`src/hw/rb_pipe_pkg.sv`:
```
// strand count and all widths are fixed here; a strand ID wider than 2 bits needs STRAND_W changed too
package rb_pipe_pkg;

	// four hardware strands share the pipeline
	localparam int NUM_STRANDS = 4;
	localparam int STRAND_W = 2;

	// datapath widths
	localparam int PC_W = 32;
	localparam int OFFSET_W = 32;
	localparam int LANE_W = 4;

	// rollback counters wrap at this width
	localparam int CNT_W = 32;

	typedef logic [STRAND_W-1:0] strand_t;

	// strand id held by each pipeline position, fetch side first
	typedef struct packed {
		strand_t ss;
		strand_t ds;
		// ex is the strand leaving execute, ex1..ex3 sit in the multi-cycle path
		strand_t ex;
		strand_t ex1;
		strand_t ex2;
		strand_t ex3;
		strand_t ma;
	} stage_strands_t;

	// execute request, always aimed at the ds strand
	typedef struct packed {
		logic valid;
		logic [PC_W-1:0] pc;
	} ex_rollback_t;

	// writeback request, always aimed at the ma strand
	typedef struct packed {
		logic valid;
		logic retry;
		logic suspend;
		logic [PC_W-1:0] pc;
		logic [OFFSET_W-1:0] strided_offset;
		logic [LANE_W-1:0] reg_lane;
	} wb_rollback_t;

	typedef struct packed {
		logic ds;
		logic ex0;
		logic ex1;
		logic ex2;
		logic ex3;
		logic ma;
	} flush_t;

	// per-strand restart bundle handed back to fetch
	typedef struct packed {
		logic rollback;
		logic retry;
		logic suspend;
		logic [PC_W-1:0] pc;
		logic [OFFSET_W-1:0] strided_offset;
		logic [LANE_W-1:0] reg_lane;
	} redirect_t;

endpackage

```
`src/hw/axil_pkg.sv`:
```
// 32-bit data, 8-bit byte address; the register map assumes four strands at a stride of 4 bytes
package axil_pkg;

	localparam int AXIL_AW = 8;
	localparam int AXIL_DW = 32;

	typedef logic [1:0] axil_resp_t;

	localparam axil_resp_t RESP_OKAY = 2'b00;
	localparam axil_resp_t RESP_SLVERR = 2'b10;

	// master to slave
	typedef struct packed {
		logic awvalid;
		logic [AXIL_AW-1:0] awaddr;
		logic wvalid;
		logic [AXIL_DW-1:0] wdata;
		logic [AXIL_DW/8-1:0] wstrb;
		logic bready;
		logic arvalid;
		logic [AXIL_AW-1:0] araddr;
		logic rready;
	} axil_req_t;

	// slave to master
	typedef struct packed {
		logic awready;
		logic wready;
		logic bvalid;
		axil_resp_t bresp;
		logic arready;
		logic rvalid;
		logic [AXIL_DW-1:0] rdata;
		axil_resp_t rresp;
	} axil_rsp_t;

	// register map
	// suspend mask, read only
	localparam logic [AXIL_AW-1:0] REG_SUSPEND = 8'h00;
	// write 1s to resume strands
	localparam logic [AXIL_AW-1:0] REG_RESUME = 8'h04;
	// one rollback counter per strand
	localparam logic [AXIL_AW-1:0] REG_COUNT_BASE = 8'h10;
	// one last redirect pc per strand
	localparam logic [AXIL_AW-1:0] REG_PC_BASE = 8'h20;

endpackage

```
`src/hw/rollback_controller.sv`:
```
// purely combinational; the requesting stage flushes itself, and clk only clocks the checks
`timescale 1ns/100ps

module rollback_controller (
	input logic clk,
	input rb_pipe_pkg::stage_strands_t stage_strands,
	input rb_pipe_pkg::ex_rollback_t ex_req,
	input rb_pipe_pkg::wb_rollback_t wb_req,
	output rb_pipe_pkg::flush_t flush,
	output rb_pipe_pkg::redirect_t redirect [rb_pipe_pkg::NUM_STRANDS]
);
	import rb_pipe_pkg::*;

	// one-hot strand hit per request source
	logic [NUM_STRANDS-1:0] wb_hit;
	logic [NUM_STRANDS-1:0] ex_hit;
	// any rollback on a strand
	logic [NUM_STRANDS-1:0] rb_hit;

	function automatic logic [NUM_STRANDS-1:0] strand_dec(input strand_t s);
		logic [NUM_STRANDS-1:0] v;
		v = '0;
		v[s] = 1'b1;
		return v;
	endfunction

	// wb targets the strand in memory access, ex the strand in decode
	assign wb_hit = wb_req.valid ? strand_dec(stage_strands.ma) : '0;
	assign ex_hit = ex_req.valid ? strand_dec(stage_strands.ds) : '0;
	assign rb_hit = wb_hit | ex_hit;

	// only younger stages of the same strand are flushed
	always_comb
	begin
		// ex requests reach back to decode only
		flush.ds = |(rb_hit & strand_dec(stage_strands.ss));
		// wb requests also clear the execute path and memory access
		flush.ex0 = |(wb_hit & strand_dec(stage_strands.ds));
		flush.ex1 = |(wb_hit & strand_dec(stage_strands.ex1));
		flush.ex2 = |(wb_hit & strand_dec(stage_strands.ex2));
		flush.ex3 = |(wb_hit & strand_dec(stage_strands.ex3));
		flush.ma = |(wb_hit & strand_dec(stage_strands.ex));
	end

	// writeback wins the payload over execute
	always_comb
	begin
		for (int i = 0; i < NUM_STRANDS; i++)
		begin
			redirect[i].rollback = rb_hit[i];
			if (wb_hit[i])
			begin
				redirect[i].retry = wb_req.retry;
				redirect[i].suspend = wb_req.suspend;
				redirect[i].pc = wb_req.pc;
				redirect[i].strided_offset = wb_req.strided_offset;
				redirect[i].reg_lane = wb_req.reg_lane;
			end
			else
			begin
				// ex-sourced or idle strands restart at the branch target
				redirect[i].retry = 1'b0;
				redirect[i].suspend = 1'b0;
				redirect[i].pc = ex_req.pc;
				redirect[i].strided_offset = '0;
				redirect[i].reg_lane = '0;
			end
		end
	end

	// decode flush must trace back to a live request aimed at the ss strand
	a_ds_has_source: assert property (@(posedge clk)
		flush.ds |-> ((ex_req.valid && stage_strands.ss == stage_strands.ds)
			|| (wb_req.valid && stage_strands.ss == stage_strands.ma)))
		else $error("decode flushed with no rollback request");

	// execute and memory stages only flush from writeback on a matching strand
	a_late_flush_from_wb: assert property (@(posedge clk)
		(flush.ex0 || flush.ex1 || flush.ex2 || flush.ex3 || flush.ma) |-> (wb_req.valid
			&& (!flush.ex0 || stage_strands.ds == stage_strands.ma)
			&& (!flush.ex1 || stage_strands.ex1 == stage_strands.ma)
			&& (!flush.ex2 || stage_strands.ex2 == stage_strands.ma)
			&& (!flush.ex3 || stage_strands.ex3 == stage_strands.ma)
			&& (!flush.ma || stage_strands.ex == stage_strands.ma)))
		else $error("execute or memory flushed without a writeback rollback");

endmodule

```
`src/hw/strand_state.sv`:
```
// counters wrap silently; a suspend arriving with a resume for the same strand keeps it suspended
`timescale 1ns/100ps

module strand_state (
	input logic clk,
	input logic rst_n,
	input rb_pipe_pkg::redirect_t redirect [rb_pipe_pkg::NUM_STRANDS],
	input logic resume,
	input logic [rb_pipe_pkg::NUM_STRANDS-1:0] resume_mask,
	output logic [rb_pipe_pkg::NUM_STRANDS-1:0] suspended,
	output logic [rb_pipe_pkg::CNT_W-1:0] rb_count [rb_pipe_pkg::NUM_STRANDS],
	output logic [rb_pipe_pkg::PC_W-1:0] last_pc [rb_pipe_pkg::NUM_STRANDS]
);
	import rb_pipe_pkg::*;

	// per-strand bookkeeping, updated on the edge after the redirect
	always_ff @(posedge clk)
	begin
		for (int i = 0; i < NUM_STRANDS; i++)
		begin
			if (!rst_n)
			begin
				suspended[i] <= 1'b0;
				rb_count[i] <= '0;
				last_pc[i] <= '0;
			end
			else
			begin
				// one count per rollback cycle, restart pc kept for software
				if (redirect[i].rollback)
				begin
					last_pc[i] <= redirect[i].pc;
					rb_count[i] <= rb_count[i] + 1'b1;
				end

				// new suspend takes priority over a resume in the same cycle
				if (redirect[i].rollback && redirect[i].suspend)
				begin
					suspended[i] <= 1'b1;
				end
				else if (resume && resume_mask[i])
				begin
					suspended[i] <= 1'b0;
				end
			end
		end
	end

	// a strand only parks itself through a writeback suspend
	for (genvar g = 0; g < NUM_STRANDS; g++)
	begin : g_susp_chk
		a_susp_source: assert property (@(posedge clk) disable iff (!rst_n)
			$rose(suspended[g]) |-> $past(redirect[g].rollback && redirect[g].suspend))
			else $error("strand %0d suspended without a suspend redirect", g);
	end

endmodule

```
`src/hw/rollback_csr.sv`:
```
// one outstanding write and one outstanding read; only REG_RESUME is writable, byte 0 must be strobed
`timescale 1ns/100ps

module rollback_csr (
	input logic clk,
	input logic rst_n,
	input axil_pkg::axil_req_t axil_in,
	output axil_pkg::axil_rsp_t axil_out,
	input logic [rb_pipe_pkg::NUM_STRANDS-1:0] suspended,
	input logic [rb_pipe_pkg::CNT_W-1:0] rb_count [rb_pipe_pkg::NUM_STRANDS],
	input logic [rb_pipe_pkg::PC_W-1:0] last_pc [rb_pipe_pkg::NUM_STRANDS],
	output logic resume,
	output logic [rb_pipe_pkg::NUM_STRANDS-1:0] resume_mask
);
	import rb_pipe_pkg::*;
	import axil_pkg::*;

	// write channel state
	logic aw_got;
	logic w_got;
	logic [AXIL_AW-1:0] awaddr_q;
	logic [AXIL_DW-1:0] wdata_q;
	logic [AXIL_DW/8-1:0] wstrb_q;
	logic bvalid;
	axil_resp_t bresp;

	// read channel state
	logic rvalid;
	logic [AXIL_DW-1:0] rdata;
	axil_resp_t rresp;

	logic awready;
	logic wready;
	logic arready;
	logic aw_fire;
	logic w_fire;
	logic ar_fire;
	logic wr_commit;
	logic wr_is_resume;
	logic [AXIL_AW-1:0] wr_addr;
	logic [AXIL_DW-1:0] wr_data;
	logic [AXIL_DW/8-1:0] wr_strb;
	logic [AXIL_AW-1:0] cnt_off;
	logic [AXIL_AW-1:0] pc_off;
	logic [AXIL_DW-1:0] rd_data;
	logic rd_err;

	// no new beats while a response is still waiting
	assign awready = !aw_got && !bvalid;
	assign wready = !w_got && !bvalid;
	assign arready = !rvalid;

	assign aw_fire = axil_in.awvalid && awready;
	assign w_fire = axil_in.wvalid && wready;
	assign ar_fire = axil_in.arvalid && arready;

	// address and data may land in either order or together
	assign wr_commit = (aw_got || aw_fire) && (w_got || w_fire);
	assign wr_addr = aw_got ? awaddr_q : axil_in.awaddr;
	assign wr_data = w_got ? wdata_q : axil_in.wdata;
	assign wr_strb = w_got ? wstrb_q : axil_in.wstrb;
	assign wr_is_resume = (wr_addr == REG_RESUME);

	always_ff @(posedge clk)
	begin
		if (!rst_n)
		begin
			aw_got <= 1'b0;
			w_got <= 1'b0;
			bvalid <= 1'b0;
			resume <= 1'b0;
		end
		else
		begin
			// resume is a single-cycle strobe
			resume <= 1'b0;
			if (wr_commit)
			begin
				aw_got <= 1'b0;
				w_got <= 1'b0;
				bvalid <= 1'b1;
				resume <= wr_is_resume && wr_strb[0];
			end
			else
			begin
				if (aw_fire)
					aw_got <= 1'b1;
				if (w_fire)
					w_got <= 1'b1;
			end
			if (bvalid && axil_in.bready)
				bvalid <= 1'b0;
		end
	end

	// held write beats and response payload
	always_ff @(posedge clk)
	begin
		if (aw_fire)
			awaddr_q <= axil_in.awaddr;
		if (w_fire)
		begin
			wdata_q <= axil_in.wdata;
			wstrb_q <= axil_in.wstrb;
		end
		if (wr_commit)
		begin
			bresp <= wr_is_resume ? RESP_OKAY : RESP_SLVERR;
			resume_mask <= wr_data[NUM_STRANDS-1:0];
		end
	end

	// read decode, offsets relative to each array base
	always_comb
	begin
		cnt_off = axil_in.araddr - REG_COUNT_BASE;
		pc_off = axil_in.araddr - REG_PC_BASE;
		rd_data = '0;
		rd_err = 1'b0;
		if (axil_in.araddr == REG_SUSPEND)
			rd_data = AXIL_DW'(suspended);
		else if (cnt_off < NUM_STRANDS * 4 && cnt_off[1:0] == 2'b00)
			rd_data = AXIL_DW'(rb_count[cnt_off[STRAND_W+1:2]]);
		else if (pc_off < NUM_STRANDS * 4 && pc_off[1:0] == 2'b00)
			rd_data = AXIL_DW'(last_pc[pc_off[STRAND_W+1:2]]);
		else
			rd_err = 1'b1;
	end

	always_ff @(posedge clk)
	begin
		if (!rst_n)
			rvalid <= 1'b0;
		else if (ar_fire)
			rvalid <= 1'b1;
		else if (rvalid && axil_in.rready)
			rvalid <= 1'b0;
	end

	// data is sampled at accept and held until rready
	always_ff @(posedge clk)
	begin
		if (ar_fire)
		begin
			rdata <= rd_data;
			rresp <= rd_err ? RESP_SLVERR : RESP_OKAY;
		end
	end

	always_comb
	begin
		axil_out.awready = awready;
		axil_out.wready = wready;
		axil_out.bvalid = bvalid;
		axil_out.bresp = bresp;
		axil_out.arready = arready;
		axil_out.rvalid = rvalid;
		axil_out.rdata = rdata;
		axil_out.rresp = rresp;
	end

	// responses hold under back-pressure
	a_b_hold: assert property (@(posedge clk) disable iff (!rst_n)
		(bvalid && !axil_in.bready) |=> (bvalid && $stable(bresp)))
		else $error("write response dropped or changed before bready");

	a_r_hold: assert property (@(posedge clk) disable iff (!rst_n)
		(rvalid && !axil_in.rready) |=> (rvalid && $stable(rdata) && $stable(rresp)))
		else $error("read data dropped or changed before rready");

endmodule

```
`src/hw/rollback_unit_top.sv`:
```
// flush and redirect are combinational from the requests; strand state lags by one clock
`timescale 1ns/100ps

module rollback_unit_top (
	input logic clk,
	input logic rst_n,
	input rb_pipe_pkg::stage_strands_t stage_strands,
	input rb_pipe_pkg::ex_rollback_t ex_req,
	input rb_pipe_pkg::wb_rollback_t wb_req,
	output rb_pipe_pkg::flush_t flush,
	output rb_pipe_pkg::redirect_t redirect [rb_pipe_pkg::NUM_STRANDS],
	input axil_pkg::axil_req_t axil_in,
	output axil_pkg::axil_rsp_t axil_out
);
	import rb_pipe_pkg::*;

	// strand state towards software
	logic [NUM_STRANDS-1:0] suspended;
	logic [CNT_W-1:0] rb_count [NUM_STRANDS];
	logic [PC_W-1:0] last_pc [NUM_STRANDS];
	// software resume towards strand state
	logic resume;
	logic [NUM_STRANDS-1:0] resume_mask;

	// clk here only clocks the checks
	rollback_controller rollback_controller_inst (
		.clk(clk),
		.stage_strands(stage_strands),
		.ex_req(ex_req),
		.wb_req(wb_req),
		.flush(flush),
		.redirect(redirect)
	);

	strand_state strand_state_inst (
		.clk(clk),
		.rst_n(rst_n),
		.redirect(redirect),
		.resume(resume),
		.resume_mask(resume_mask),
		.suspended(suspended),
		.rb_count(rb_count),
		.last_pc(last_pc)
	);

	rollback_csr rollback_csr_inst (
		.clk(clk),
		.rst_n(rst_n),
		.axil_in(axil_in),
		.axil_out(axil_out),
		.suspended(suspended),
		.rb_count(rb_count),
		.last_pc(last_pc),
		.resume(resume),
		.resume_mask(resume_mask)
	);

endmodule

```
`config.mk`:
```
export PLATFORM = sky130hd
export DESIGN_NAME = rollback_unit_top
export DESIGN_NICKNAME = d
export VERILOG_FILES = /design/src/hw/rb_pipe_pkg.sv /design/src/hw/axil_pkg.sv /design/src/hw/rollback_controller.sv /design/src/hw/strand_state.sv /design/src/hw/rollback_csr.sv /design/src/hw/rollback_unit_top.sv
export SDC_FILE = /design/constraint.sdc
export NUM_CORES = 1
export LEC_CHECK = 0
export ABC_AREA = 0
export BUFFER_PORTS_ARGS = -buffer_cell sky130_fd_sc_hd__buf_2
export CORE_AREA = 3 3 195 197
export CTS_CLUSTER_DIAMETER = 60
export CTS_CLUSTER_SIZE = 20
export DETAILED_ROUTE_END_ITERATION = 6
export DIE_AREA = 0 0 198 200
export MAX_ROUTING_LAYER = met4
export PLACE_DENSITY = 0.73
export SYNTH_ARGS = -nofsm -noshare
export SYNTH_HDL_FRONTEND = slang
export SYNTH_SLANG_ARGS = --single-unit
```
`constraint.sdc`:
```
create_clock -name clk -period 2.69 [get_ports clk]
set_clock_uncertainty 0.05 [all_clocks]
set_input_delay 0.538 -clock clk [delete_from_list [all_inputs] [get_ports clk]]
set_output_delay 0.538 -clock clk [all_outputs]
set_load 0.01 [all_outputs]
```
---- Word-level counts from Yosys, hierarchy flattened ----
Index checks and enable logic that the tools add are counted.
storage, ports and cells
  bits in registers ....................... 318
  input port bits ......................... 177
  output and inout port bits .............. 331
  logic and storage cells ................. 156
operators by class
  add/subtract/negate cells ............... 6
  $lt $le $gt $ge ......................... 18
  equality and inequality tests ........... 1
  multiplexer cells ....................... 47
  bitwise logic cells ..................... 10
  reduce and logical (&&, ||, !) cells .... 49
operator list
  kind                   count
  $mux 70                4
  $mux 32                6
  $add 32x1->32 const B  4
  $bmux 32 s2            2
  $logic_and 1x1->1      26
  $and 4x4->4            6
  $reduce_or 4->1        6
  $lt 2x3->1 const B     7
  $mux 1                 21
  $lt 8x5->1 const B     2
  $mux 4                 4
  $demux 1 s2            7
  $ge 2x1->1 const B     7
  $reduce_bool 2->1      5
  $eq 8x3->1 const B     1
  $logic_not 8->1        1
  $mux 8                 1
  $sub 8x5->8 const B    1
  $sub 8x6->8 const B    1
  $ge 3x3->1 const B     2
  $not 2->3              2
  $logic_not 1->1        4
  $logic_not 2->1        2
  $mux 2                 2
  other kinds (5)        7

---- Logic depth before layout (Yosys ltp) ----
  depth after elaboration ................. 8
  depth in mapped cells ................... 9

---- Cells and area by module ----
A second synthesis with hierarchy kept.
second synthesis, totals
  cell total of the unflattened synthesis .. 1,789
  area, all modules ....................... 17,430.5 µm²
by module, submodules not included
  module               times used  cells each  area each (µm²)  sequential area each (µm²)
  strand_state         1           1,138       10,612.7         5,205.0
  rollback_csr         1           242         4,026.4          1,631.6
  rollback_controller  1           409         2,791.4          0.0

---- Least setup slack after synthesis ----
OpenSTA, ideal clock, no wires.
  path type ............................... input to register
  start point ............................. input port axil_in[9] (netlist bit)
  end point ............................... register rollback_csr_inst.rdata[0] (enable)
  library setup time ...................... 427 ps
  arrival time ............................ 2,028 ps
  required time ........................... 2,213 ps
  setup slack ............................. 185 ps
  cell stages on the path ................. 1
  buffers on the path ..................... 0
  cells stage by stage .................... nor2b_1
between the ends
  longest elaborated chain between the ends .. 1
RTL lines
  element                 RTL line                 RTL
  start: declaration      rollback_unit_top.sv:12  input axil_pkg::axil_req_t axil_in,
  $logic_and 1x1->1       rollback_csr.sv:55       assign ar_fire = axil_in.arvalid && arready;
  end signal: assignment  rollback_csr.sv:145      rdata <= rd_data;
  end: declaration        rollback_csr.sv:29       logic [AXIL_DW-1:0] rdata;
Every way passes these cells.
A chain may end at the register's enable or synchronous reset.

==> results.md <==
- The number of antenna-violating nets in the routed design is 0.
- The final layout contains routed wiring with a total length of 64.82 mm.
- During synthesis, Yosys emitted a total of 0 warnings.
- Detailed routing placed a total of 30.09 mm of wire on met2.
- The fraction of layout instances using a drive strength above 1 is 31.85%.
- The total CTS buffers is 25.
- After the last flow step, the layout net total stands at 2508.
- The most common library cell in the layout ignoring fill and taps is sky130_fd_sc_hd__buf_2.
- The placeable core area is 0.03643 sq mm.
- The worst setup path is of the input port to primary output kind.
- The flow ran to the end, and the final reports show no timing, DRC or antenna violations.
- Ranked by total cell area, the synthesized netlist is headed by sky130_fd_sc_hd__dfxtp_1 31%, sky130_fd_sc_hd__edfxtp_1 8.9%, sky130_fd_sc_hd__mux4_2 8.4%.
- The number of antenna violations at the first check in global routing is 24.
- The clock tree from TritonCTS is yes.
- Across all hold checks on the routed design, the worst slack comes to 0.1322 ns.
- The cell repeated most along the worst path is sky130_fd_sc_hd__buf_2.
- Among all flip-flop cells after synthesis, the most frequent one is sky130_fd_sc_hd__dfxtp_1.
- Counting along the longest clock path gives a buffer depth of 3.
- The routed layout has 16670 vias.
- The min-delay analysis places its worst path in the category input port to flop.
- The area enclosed by the die boundary is 0.03960 sq mm.
- The post-synthesis average cell area is 9.027 sq um.
- Leaving out fill and tap cells, the most frequent cells in the layout are 473 x sky130_fd_sc_hd__buf_2, 298 x sky130_fd_sc_hd__nand2_1, 265 x sky130_fd_sc_hd__dfxtp_1.
- Using the TritonRoute via totals, the vias-per-cell ratio works out to 5.855.
- Summing every instance area after synthesis gives 0.01718 sq mm.
- The nature of the critical path startpoint is an input port.
- After clock tree synthesis, the repair step resized 0 gates.
- Power spread over the standard cell area amounts to 501.7 mW/mm^2.
- The cell with the biggest individual delay on the critical path is sky130_fd_sc_hd__mux2_2.
- The die is 200 um tall.
- The worst vdd rail ir drop is 380.3 uV.
- The time the final worst path needs with I/O delays and setup is 2.587 ns.
- The fraction of registers with async set or reset after synthesis is 0%.
- For the worst-skew pair, the clock arrives at the later sink with an insertion delay of 0.55 ns.
- The setup total negative slack is 0 ns.
- Pin placement for this block handled 508 I/O pins.
- The tightest slew margin relative to the limit is 38.11%.
- In this run the worst path has a maximum fanout of 45.
- The average wire per cell in the routed design is 22.77 um.
- The width of the die is 198 um.
- Row generation in the floorplan step produced 70 rows.
- In the global route stage, overall resource usage came out at 32.00%.
- For this block, the initial DRC count from the detailed router was 1679.
- In this run the number of H-tree levels came out at 1.
- The number of global-route vias before repair came to 15530.
- The slew of the pin with the lowest slew margin is 0.9283 ns.
- Data on the critical path arrives at its endpoint at 2.00 ns.
- The routed metal-1 wirelength is 24.74 mm.
- In this run the static leakage power is 0.009034 uW.
- The count of TritonRoute iterations in the first routing pass is 5.
- After technology mapping, the gate count stands at 1903.
- The synthesized design contains 51 enable-type register cells.
- Entering global routing, the biggest net connects 79 pins.
- The element type at the critical path end is a primary output.
- Setup violations remaining at the end of the flow were counted as 0.
- After layout, the worst path uses 96.16% of the clock period.
- The critical path goes through buf_2, nor3b_4, buf_12, mux2_2, buf_2.
- The number of setup buffers added after CTS is 0.
- The number of buffers inserted by hold repair at cts is 0.
- The largest total area in the synthesized netlist belongs to sky130_fd_sc_hd__dfxtp_1.
- The maximum clock frequency is 386.6 MHz.
- The top routing layer in use is met4.
- The cell at the root of the clock tree is sky130_fd_sc_hd__clkbuf_16.
- The sequential area share after synthesis is 39.80%.
- The total half-perimeter wirelength after legalization and detailed placement is 48.80 mm.
- The count of fill cells added during filler insertion is 3226.
- The synthesis-to-layout area growth is 23.26%.
- Port buffering added 474 buffers.
- The met3 wirelength from detailed routing is 7.034 mm.
- The total overflow left after global routing is 0.
- The required arrival time at the worst endpoint is 2.10 ns.
- For this run, the share of the core covered by cells in the final layout is 58.11%.
- The first global-routing pass estimated 93.90 mm of wire.
- The number of slew-limit violations in the final report is 0.
- The top cell type by area accounts for 30.88% of the synthesized area.
- For this configuration, the core starts out at a cell density of 47.15%.
- The number of unique standard cell types used by synthesis is 69.
- Setup repair after global routing left no endpoint under its margin.
- Clock-pin slew was measured on the worst setup and hold paths at 0.08 ns.
- The total of max-cap violations is 0.
- The number of hold-slack violations in the final timing report came to 0.
- The stage delay of the slowest cell on the critical path is 0.42 ns.
- The synthesized design contains 316 register bits.
- The number of design rule violations left after detail routing is 0.
- The routability congestion estimate is 0.9828.
- The number of sinks on the clock net is 316.
## cell families (layout without fill, tap and decap cells)
logic type                 after synthesis  count (layout)  share of synthesized area [%]
xor gates and xnor gates               109             109                          5.558
AOI/OAI and AO/OA                      161             161                          6.738
muxes                                  178             178                          15.62
other                                    1              39                        0.02183
adders and majority gates                6               6                         0.4370
DFF                                    316             316                          39.80
and+or+nand+nor                        976             976                          28.04
buffers and inverters                  156             594                          3.788
## layout make-up
class	count	area, sq um	share of cell area [%]
antenna	37	92.59	0.4373
clock buffer	27	633.1	2.990
clock inverter	17	166.4	0.7860
inverter	17	68.82	0.3250
multi-input combinational	1432	9734	45.98
sequential	316	6837	32.29
tap	468	585.6	2.766
timing repair buffer	533	3055	14.43
## flip-flops by register name (all words and copies together), names as in the netlist
name and cells:
rollback_csr_inst.w_got 1, rollback_csr_inst.wdata_q 4, rollback_csr_inst.rvalid 1, rollback_csr_inst.awaddr_q 8
rollback_csr_inst.wstrb_q 1, rollback_csr_inst.resume 1, rollback_csr_inst.bvalid 1, rollback_csr_inst.resume_mask 4
rollback_csr_inst.bresp 1, rollback_csr_inst.aw_got 1, strand_state_inst.suspended 4, rollback_csr_inst.rresp 1
rollback_csr_inst.rdata 32, strand_state_inst.last_pc 128, strand_state_inst.rb_count 128
## layer usage
metal | vias up | global-route usage (%)
li1 | 7526 | -
met1 | 7987 | 40.70
met2 | 1001 | 49.54
met3 | 156 | 7.385
met4 | 0 | 13.29
met5 | - | -
## worst max-delay path: cells and delay by family
family | cells | cell delay (ns)
buffers and inverters | 3 | 0.62
multiplexers | 1 | 0.42
AND/OR/NAND/NOR | 1 | 0.34
## power breakdown
group | leakage [uW] | internal, uW | switching (uW)
logic | 0.00601 | 701 | 1070
clock network | 0.000371 | 1790 | 1950
registers | 0.00265 | 4990 | 112
## final timing paths
path / from / to / slack [ns] / cells past startpoint
min: axil_in[55] / rollback_csr_inst.awaddr_q[7] / 0.13 / 1
max: wb_req[70] / redirect[279] / 0.10 / 5
max reg2reg: strand_state_inst.rb_count[67] / strand_state_inst.rb_count[92] / 0.48 / 5
min reg2reg: strand_state_inst.last_pc[94] / strand_state_inst.last_pc[94] / 0.42 / 2
## through the flow
step	instance area (sq um)	worst slack, ns	instances	power [uW]
floorplan	17180	0.1846	1904	6153
global placement	20280	0.1111	2766	6920
CTS	21080	0.1089	2810	10610
finish	21170	0.1032	2847	10620
detailed placement	20280	0.06689	2766	6962
global route	21140	0.03101	2834	10950
## Yosys cell counts (3+ instances only)
| master | instances |
|---|---|
| sky130_fd_sc_hd__nand4_1 | 36 |
| sky130_fd_sc_hd__ha_1 | 6 |
| sky130_fd_sc_hd__nor4_2 | 3 |
| sky130_fd_sc_hd__inv_1 | 16 |
| sky130_fd_sc_hd__o21a_1 | 4 |
| sky130_fd_sc_hd__nand2b_1 | 10 |
| sky130_fd_sc_hd__a22oi_1 | 4 |
| sky130_fd_sc_hd__nor3_1 | 52 |
| sky130_fd_sc_hd__o31ai_1 | 3 |
| sky130_fd_sc_hd__buf_4 | 9 |
| sky130_fd_sc_hd__xnor2_1 | 60 |
| sky130_fd_sc_hd__and4_1 | 16 |
| sky130_fd_sc_hd__a21boi_0 | 4 |
| sky130_fd_sc_hd__nand3_1 | 67 |
| sky130_fd_sc_hd__buf_2 | 25 |
| sky130_fd_sc_hd__edfxtp_1 | 51 |
| sky130_fd_sc_hd__a211oi_1 | 4 |
| sky130_fd_sc_hd__a311oi_1 | 32 |
| sky130_fd_sc_hd__dfxtp_1 | 265 |
| sky130_fd_sc_hd__mux4_2 | 64 |
| sky130_fd_sc_hd__nor4_1 | 16 |
| sky130_fd_sc_hd__o211ai_1 | 3 |
| sky130_fd_sc_hd__mux2i_1 | 45 |
| sky130_fd_sc_hd__nand4_2 | 5 |
| sky130_fd_sc_hd__and3_1 | 19 |
| sky130_fd_sc_hd__or3_1 | 13 |
| sky130_fd_sc_hd__nor2_1 | 242 |
| sky130_fd_sc_hd__nand3b_1 | 4 |
| sky130_fd_sc_hd__xor2_1 | 49 |
| sky130_fd_sc_hd__buf_1 | 5 |
| sky130_fd_sc_hd__nand2_1 | 300 |
| sky130_fd_sc_hd__a22o_1 | 28 |
| sky130_fd_sc_hd__and2_1 | 166 |
| sky130_fd_sc_hd__a21oi_1 | 53 |
| sky130_fd_sc_hd__o21ai_0 | 14 |
| sky130_fd_sc_hd__clkbuf_1 | 100 |
| sky130_fd_sc_hd__or4_1 | 3 |
| sky130_fd_sc_hd__mux2_2 | 68 |
Power figures use the tool's default switching activity.
